<file path="config.mk">
export PLATFORM = sky130hd
export DESIGN_NAME = ni_vc_loopback
export DESIGN_NICKNAME = d
export VERILOG_FILES = /design/src/hw/ni_pkg.sv /design/src/hw/flit_fifo.sv /design/src/hw/ni_rx_port.sv /design/src/hw/ni_tx_port.sv /design/src/hw/ni_vc_loopback.sv
export SDC_FILE = /design/constraint.sdc
export NUM_CORES = 1
export LEC_CHECK = 0
export ABC_CLOCK_PERIOD_IN_PS = 7630
export BUFFER_PORTS_ARGS = -buffer_cell sky130_fd_sc_hd__buf_2
export CAP_MARGIN = 20
export CORE_MARGIN = 5
export CORE_UTILIZATION = 40
export DETAILED_ROUTE_END_ITERATION = 10
export SLEW_MARGIN = 10
export SYNTH_ARGS = -nofsm -noshare
export SYNTH_HDL_FRONTEND = slang
export SYNTH_SLANG_ARGS = --single-unit
</file>
<file path="constraint.sdc">
create_clock -name clk_i -period 7.63 [get_ports clk_i]
set_input_delay 0.3815 -clock clk_i [delete_from_list [all_inputs] [get_ports clk_i]]
set_output_delay 0.3815 -clock clk_i [all_outputs]
set_load 0.01 [all_outputs]
</file>
<file path="src/hw/ni_pkg.sv">
// Network interface flit definitions
// Shared by the receive port, the flit buffer and the transmit port.
// A flit carries a 2-bit type code at the top and payload below it.

package ni_pkg;

  // ------------------------------
  // Flit geometry
  // ------------------------------
  localparam int unsigned FlitWidth     = 64;
  localparam int unsigned FlitTypeWidth = 2;

  // Payload gets everything below the type field
  localparam int unsigned PayloadWidth  = FlitWidth - FlitTypeWidth;

  // ------------------------------
  // Flit type codes
  // ------------------------------
  typedef enum logic [FlitTypeWidth-1:0] {
    BODY   = 2'b00,
    HEAD   = 2'b01,
    UNUSED = 2'b10,
    TAIL   = 2'b11
  } flit_type_e;

  // Type sits in bits 63:62, payload in 61:0
  typedef struct packed {
    flit_type_e               ftype;
    logic [PayloadWidth-1:0]  payload;
  } flit_t;

endpackage

</file>
<file path="src/hw/flit_fifo.sv">
// Flit buffer between the receive and transmit ports
// Circular buffer with valid/ready on both sides. A read and a write
// may happen in the same cycle. Written flits show up on the read
// side one cycle later at the earliest.

`timescale 1ns/10ps

module flit_fifo #(
  parameter int unsigned FifoDepth = 8
) (
  input  logic          clk_i,
  input  logic          rst_ni,
  // Write side
  input  ni_pkg::flit_t wr_flit_i,
  input  logic          wr_valid_i,
  output logic          wr_ready_o,
  // Read side
  output ni_pkg::flit_t rd_flit_o,
  output logic          rd_valid_o,
  input  logic          rd_ready_i
);

  import ni_pkg::*;

  localparam int unsigned PtrWidth = $clog2(FifoDepth);
  localparam int unsigned CntWidth = $clog2(FifoDepth + 1);

  localparam logic [PtrWidth-1:0] LastPtr = PtrWidth'(FifoDepth - 1);
  localparam logic [CntWidth-1:0] FullCnt = CntWidth'(FifoDepth);

  flit_t mem_q [FifoDepth];

  logic [PtrWidth-1:0] wr_ptr_q;
  logic [PtrWidth-1:0] rd_ptr_q;
  logic [CntWidth-1:0] count_q;
  logic                wr_en;
  logic                rd_en;

  // ------------------------------
  // Handshake
  // ------------------------------
  assign wr_ready_o = (count_q != FullCnt);
  assign rd_valid_o = (count_q != '0);
  assign rd_flit_o  = mem_q[rd_ptr_q];

  assign wr_en = wr_valid_i & wr_ready_o;
  assign rd_en = rd_valid_o & rd_ready_i;

  // Storage
  always_ff @(posedge clk_i) begin
    if (wr_en) begin
      mem_q[wr_ptr_q] <= wr_flit_i;
    end
  end

  // ------------------------------
  // Pointers and occupancy
  // ------------------------------
  // Explicit wrap so depths that are not a power of two work too
  always_ff @(posedge clk_i or negedge rst_ni) begin
    if (!rst_ni) begin
      wr_ptr_q <= '0;
    end else if (wr_en) begin
      wr_ptr_q <= (wr_ptr_q == LastPtr) ? '0 : wr_ptr_q + 1'b1;
    end
  end

  always_ff @(posedge clk_i or negedge rst_ni) begin
    if (!rst_ni) begin
      rd_ptr_q <= '0;
    end else if (rd_en) begin
      rd_ptr_q <= (rd_ptr_q == LastPtr) ? '0 : rd_ptr_q + 1'b1;
    end
  end

  always_ff @(posedge clk_i or negedge rst_ni) begin
    if (!rst_ni) begin
      count_q <= '0;
    end else begin
      case ({wr_en, rd_en})
        2'b10:   count_q <= count_q + 1'b1;
        2'b01:   count_q <= count_q - 1'b1;
        default: count_q <= count_q;
      endcase
    end
  end

  // ------------------------------
  // Checks
  // ------------------------------
  a_ptrs_meet_at_ends : assert property (
    @(posedge clk_i) disable iff (!rst_ni)
    ((count_q == '0) || (count_q == FullCnt)) |-> (wr_ptr_q == rd_ptr_q)
  ) else $error("pointers apart while the buffer is empty or full");

  a_count_in_range : assert property (
    @(posedge clk_i) disable iff (!rst_ni)
    count_q <= FullCnt
  ) else $error("buffer occupancy above FifoDepth");

endmodule

</file>
<file path="src/hw/ni_rx_port.sv">
// Inbound side of the network interface
// Rotates the active VC plane every clock and allocates the inbound
// VC when a head flit shows up. Flits go to the buffer only while the
// allocated plane is active, and ready back to the router is gated
// the same way.

`timescale 1ns/10ps

module ni_rx_port #(
  parameter  int unsigned NumVcs  = 2,
  localparam int unsigned VcWidth = $clog2(NumVcs)
) (
  input  logic                 clk_i,
  input  logic                 rst_ni,
  // Router side
  input  ni_pkg::flit_t        rx_flit_i,
  input  logic                 rx_valid_i,
  output logic                 rx_ready_o,
  // Buffer write side
  output ni_pkg::flit_t        wr_flit_o,
  output logic                 wr_valid_o,
  input  logic                 wr_ready_i,
  // Active plane
  output logic [VcWidth-1:0]   cur_vc_o
);

  import ni_pkg::*;

  localparam logic [VcWidth-1:0] LastVc = VcWidth'(NumVcs - 1);

  logic [VcWidth-1:0] cur_vc_q;
  logic [VcWidth-1:0] in_vc_q;
  logic               vc_active;
  logic               head_seen;

  // ------------------------------
  // VC plane rotation
  // ------------------------------
  always_ff @(posedge clk_i or negedge rst_ni) begin
    if (!rst_ni) begin
      cur_vc_q <= '0;
    end else if (cur_vc_q == LastVc) begin
      cur_vc_q <= '0;
    end else begin
      cur_vc_q <= cur_vc_q + 1'b1;
    end
  end

  assign cur_vc_o = cur_vc_q;

  // ------------------------------
  // Inbound VC allocation
  // ------------------------------
  // Any valid head claims whatever plane is active right now
  assign head_seen = rx_valid_i && (rx_flit_i.ftype == HEAD);

  always_ff @(posedge clk_i or negedge rst_ni) begin
    if (!rst_ni) begin
      in_vc_q <= '0;
    end else if (head_seen) begin
      in_vc_q <= cur_vc_q;
    end
  end

  // ------------------------------
  // Plane-gated handshake
  // ------------------------------
  assign vc_active  = (in_vc_q == cur_vc_q);

  assign wr_flit_o  = rx_flit_i;
  assign wr_valid_o = rx_valid_i & vc_active;
  assign rx_ready_o = wr_ready_i & vc_active;

  // Claimed plane has already rotated away one cycle after a head
  a_gap_after_head : assert property (
    @(posedge clk_i) disable iff (!rst_ni)
    head_seen |=> !rx_ready_o
  ) else $error("rx_ready_o high right after a head claimed the plane");

endmodule

</file>
<file path="src/hw/ni_tx_port.sv">
// Outbound side of the network interface
// Starts on plane 0 and moves each new packet to the next plane once
// the tail flit of the previous one is accepted. The flit is offered,
// and ready passed back to the buffer, only while that plane is active.

`timescale 1ns/10ps

module ni_tx_port #(
  parameter  int unsigned NumVcs  = 2,
  localparam int unsigned VcWidth = $clog2(NumVcs)
) (
  input  logic                clk_i,
  input  logic                rst_ni,
  // Buffer read side
  input  ni_pkg::flit_t       rd_flit_i,
  input  logic                rd_valid_i,
  output logic                rd_ready_o,
  // Active plane from the receive port
  input  logic [VcWidth-1:0]  cur_vc_i,
  // Router side
  output ni_pkg::flit_t       tx_flit_o,
  output logic                tx_valid_o,
  input  logic                tx_ready_i
);

  import ni_pkg::*;

  localparam logic [VcWidth-1:0] LastVc = VcWidth'(NumVcs - 1);

  logic [VcWidth-1:0] out_vc_q;
  logic               vc_active;
  logic               tail_done;

  // ------------------------------
  // Outbound VC per packet
  // ------------------------------
  assign tail_done = (rd_flit_i.ftype == TAIL) & tx_valid_o & tx_ready_i;

  always_ff @(posedge clk_i or negedge rst_ni) begin
    if (!rst_ni) begin
      out_vc_q <= '0;
    end else if (tail_done) begin
      out_vc_q <= (out_vc_q == LastVc) ? '0 : out_vc_q + 1'b1;
    end
  end

  // ------------------------------
  // Plane-gated handshake
  // ------------------------------
  assign vc_active  = (out_vc_q == cur_vc_i);

  // Head of the buffer is always visible
  assign tx_flit_o  = rd_flit_i;
  assign tx_valid_o = rd_valid_i & vc_active;
  assign rd_ready_o = tx_ready_i & vc_active;

  // An offered flit that is not taken stays on the output
  a_hold_until_taken : assert property (
    @(posedge clk_i) disable iff (!rst_ni)
    (tx_valid_o && !tx_ready_i) |=> $stable(tx_flit_o)
  ) else $error("tx_flit_o changed before the offered flit was taken");

endmodule

</file>
<file path="src/hw/ni_vc_loopback.sv">
// VC loopback network interface
// Flits from the router enter through the receive port, wait in the
// flit buffer and go back to the router through the transmit port.
// vc_o tells the router which VC plane is active.

`timescale 1ns/10ps

module ni_vc_loopback #(
  parameter int unsigned NumVcs    = 2,
  parameter int unsigned FifoDepth = 8
) (
  input  logic                        clk_i,
  input  logic                        rst_ni,
  // Inbound from the router
  input  ni_pkg::flit_t               rx_flit_i,
  input  logic                        rx_valid_i,
  output logic                        rx_ready_o,
  // Outbound to the router
  output ni_pkg::flit_t               tx_flit_o,
  output logic                        tx_valid_o,
  input  logic                        tx_ready_i,
  // Active plane
  output logic [$clog2(NumVcs)-1:0]   vc_o
);

  import ni_pkg::*;

  // ------------------------------
  // Internal links
  // ------------------------------
  flit_t                      wr_flit;
  logic                       wr_valid;
  logic                       wr_ready;
  flit_t                      rd_flit;
  logic                       rd_valid;
  logic                       rd_ready;
  logic [$clog2(NumVcs)-1:0]  cur_vc;

  assign vc_o = cur_vc;

  ni_rx_port #(
    .NumVcs     ( NumVcs     )
  ) u_rx (
    .clk_i      ( clk_i      ),
    .rst_ni     ( rst_ni     ),
    .rx_flit_i  ( rx_flit_i  ),
    .rx_valid_i ( rx_valid_i ),
    .rx_ready_o ( rx_ready_o ),
    .wr_flit_o  ( wr_flit    ),
    .wr_valid_o ( wr_valid   ),
    .wr_ready_i ( wr_ready   ),
    .cur_vc_o   ( cur_vc     )
  );

  flit_fifo #(
    .FifoDepth  ( FifoDepth  )
  ) u_fifo (
    .clk_i      ( clk_i      ),
    .rst_ni     ( rst_ni     ),
    .wr_flit_i  ( wr_flit    ),
    .wr_valid_i ( wr_valid   ),
    .wr_ready_o ( wr_ready   ),
    .rd_flit_o  ( rd_flit    ),
    .rd_valid_o ( rd_valid   ),
    .rd_ready_i ( rd_ready   )
  );

  ni_tx_port #(
    .NumVcs     ( NumVcs     )
  ) u_tx (
    .clk_i      ( clk_i      ),
    .rst_ni     ( rst_ni     ),
    .rd_flit_i  ( rd_flit    ),
    .rd_valid_i ( rd_valid   ),
    .rd_ready_o ( rd_ready   ),
    .cur_vc_i   ( cur_vc     ),
    .tx_flit_o  ( tx_flit_o  ),
    .tx_valid_o ( tx_valid_o ),
    .tx_ready_i ( tx_ready_i )
  );

endmodule

</file>
==> reports/results.txt <==
Outcome: completed
Vias per cell: 5.15
Final Hold Violating Endpoints: 0
Netlist cell types: 26
DR DRC count: 0
Fmax: 242 MHz
Rows: 81
Slew at the pin closest to its max-slew limit: 1.01 ns
Longest Clk Path Bufs: 3
Final setup margin: 3.50 ns
GR Util All Layers: 14.9%
Critical Path Source Type: flop
Vias in the first global route: 9,578
Critical Path Fanout Max: 55
CP endpoint kind: output port
Register area: 15,700 um^2
Final Cycle Share: 54.1%
CTS buffer count: 54
Pre-CTS setup slack: 4.06 ns
Vias: 8,720
Clk_skew: 0.0123 ns
Final Util: 47.6%
Cell Int Power: 6.36 mW
WL/cell: 23.7 um
Critical path class: flop to output port
Boundary pin count: 135
Maxcap violations: 0
Setup TNS: 0 ns
Reg clk slew, reported paths: 0.06 ns
Area of the multi-input gates: 4080 um^2
PostCTS Resize Cnt: 0
# clock sinks: 525
Share of post-route cells with drive strength above 1: 43.6%
VDD IR max: 0.363 mV
Port Buffers: 134
N_diodes: 0
Flops & latches, synth: 525
Top-area cell type share of the netlist area: 77.2%
Minimum clock period: 4.13 ns
Grt total ovfl: 0
Synthesis Warnings: 0
Post-Syn Area: 19,900 um^2
Die span in x: 233 um
WL final: 40.1 mm
Die Ht: 233 um
Layout Nets: 1,060
DR pass1 iterations: 4
Worst slew margin: 32.7%
Syn_nets: 886
Combinational Power Share: 25.8%
Final Slew Violations: 0
Critical path required time: 7.25 ns
Switch share: 27.0%
Gpl congestion: 0.688
Net switching power: 2.35 mW
Final setup vio count: 0
Reg power frac: 42.1%
H-tree levels: 2
Pwr dens: 373 nW/um^2
Clock power frac: 32.0%
Fillers: 4,033
Core area: 49,100 um^2
Sequential element share of the synthesized area: 78.8%
Area grow syn2layout: 17.3%
Die footprint: 54,400 um^2
Initial antenna violation count: 5
Setup Fix Bufs, Post-CTS: 0
Largest net degree at the start of global routing: 114
Leading area contributor after synthesis: edfxtp_1
Ranking of synthesized cells by area: edfxtp_1 77%, mux4_2 14%, mux2_2 4.0%, dfrtp_1 1.6%, ha_1 0.44%
First-pass GRT wire length: 60.2 mm
CTS tree: yes
Root Buffer: clkbuf_16
Crit path DAT: 3.74 ns
ANT nets after route: 0
Starting Density: 40.6%
Hold buffers post-CTS: 1
Clock Latency Late Sink: 0.59 ns
Pleak: 7.59 nW
Initial DRC Count: 625
Hold Crit Class: input pin to flop
Final HPWL DP: 21.0 mm
Post-Syn Instances: 811
Synthesized area per cell: 24.6 um^2
RSZ-0062 raised after global routing: false
[power by group through the flow]
stage / logic (mW) / clock network (mW) / registers (mW)
final: 2.25 / 2.79 / 3.67
after CTS: 2.33 / 2.86 / 3.68
after detailed placement: 2.32 / 0 / 3.74
after global routing: 2.45 / 2.99 / 3.71
after floorplan: 1.71 / 0 / 3.58
after global placement: 2.31 / 0 / 3.73
[stage by stage]
stage	std cells	cell area, um^2	total power, mW	hold slack (ns)
floorplan	811	19900	5.29	0.0859
global placement	1592	21500	6.04	0.297
detailed placement	1592	21500	6.07	0.300
CTS	1692	23400	8.88	0.0122
global route	1692	23400	9.14	0.0296
finish	1692	23400	8.71	0.0576
[cells in the final DEF, fill, tap and decap left out]
cell,count
edfxtp_1,512
buf_2,134
mux4_2,128
mux2_2,71
clkbuf_16,57
buf_4,18
clkinv_2,13
bufinv_16,11
dfrtp_1,10
clkinv_1,8
ha_1,7
clkbuf_1,7
xor2_1,5
a21oi_1,4
nand2_1,4
nor3_2,4
inv_1,3
nor2_4,3
xnor2_1,3
nor2_1,3
o21ai_0,3
dfrtp_4,3
nand2b_1,2
nor2b_1,2
nand3b_1,2
clkinvlp_4,2
nor3_1,1
nand3_1,1
nor4_4,1
and3b_1,1
nor3b_1,1
nand4_2,1
inv_6,1
dlygate4sd3_1,1
buf_12,1
[cells in the mapped netlist, drive strengths merged]
cell,count
edfxtp,512
mux4,128
mux2,71
buf,22
clkbuf,14
dfrtp,13
ha,7
nor2,6
nor3,5
xor2,5
a21oi,4
nand2,4
inv,3
o21ai,3
xnor2,3
nand2b,2
nand3b,2
nor2b,2
and3b,1
nand3,1
nand4,1
nor3b,1
nor4,1
[final cells by class]
cell class | instances | share of cell area [%]
well taps | 664 | 3.56
repair buffers | 154 | 3.58
multi-input cells | 247 | 17.4
flip-flops and latches | 525 | 67.2
inverters | 3 | 0.0482
clock buffers | 64 | 6.22
clock inverters | 35 | 1.92
[registers in the layout, indices dropped and copies added (netlist names)]
| name | flops |
|---|---|
| u_fifo.rd_ptr_q | 3 |
| u_rx.in_vc_q | 1 |
| u_fifo.count_q | 4 |
| u_tx.out_vc_q | 1 |
| u_fifo.wr_ptr_q | 3 |
| u_rx.cur_vc_o | 1 |
| u_fifo.mem_q | 512 |
[worst max-delay path, cell delays in order (launching register included)]
cell     delay [ns]
dfrtp_4        1.02
buf_4          0.57
buf_4          0.65
mux4_2         0.41
mux2_2         0.31
buf_2          0.15
[kinds of logic after synthesis]
kind of cell               synth area share [%]
and+or+nand+nor                           0.716
DFF                                        78.8
adders and majority gates                 0.440
AOI/OAI and AO/OA                         0.176
muxes                                      18.5
xor gates and xnor gates                  0.352
buffers and inverters                     0.993
[per-layer routing]
metal | part of all wire (%) | wire length [um] | track usage (%)
met4 | 1.7 | 699 | 3.54
met1 | 44 | 17800 | 20.5
met3 | 5.3 | 2110 | 3.83
met5 | 0.15 | 61 | 0
met2 | 48 | 19400 | 24.1
[worst paths after layout]
kind	cells past startpoint	slack, ns	startpoint	endpoint
worst max-delay path	5	3.50	u_fifo.rd_ptr_q[1]$_DFFE_PN0P_	tx_flit_o[48]
worst min-delay path	1	0.06	rx_flit_i[9]	u_fifo.mem_q[6][9]$_DFFE_PP_
worst max register to register	5	4.43	u_rx.cur_vc_o$_DFF_PN0_	u_fifo.mem_q[5][27]$_DFFE_PP_
worst min register to register	1	0.49	u_tx.out_vc_q$_DFFE_PN0P_	u_tx.out_vc_q$_DFFE_PN0P_
max in group asynchronous	2	7.13	rst_ni	u_fifo.rd_ptr_q[1]$_DFFE_PN0P_
min in group asynchronous	2	0.22	rst_ni	u_fifo.rd_ptr_q[2]$_DFFE_PN0P_
Note: power is estimated with default switching activity, not from simulation.
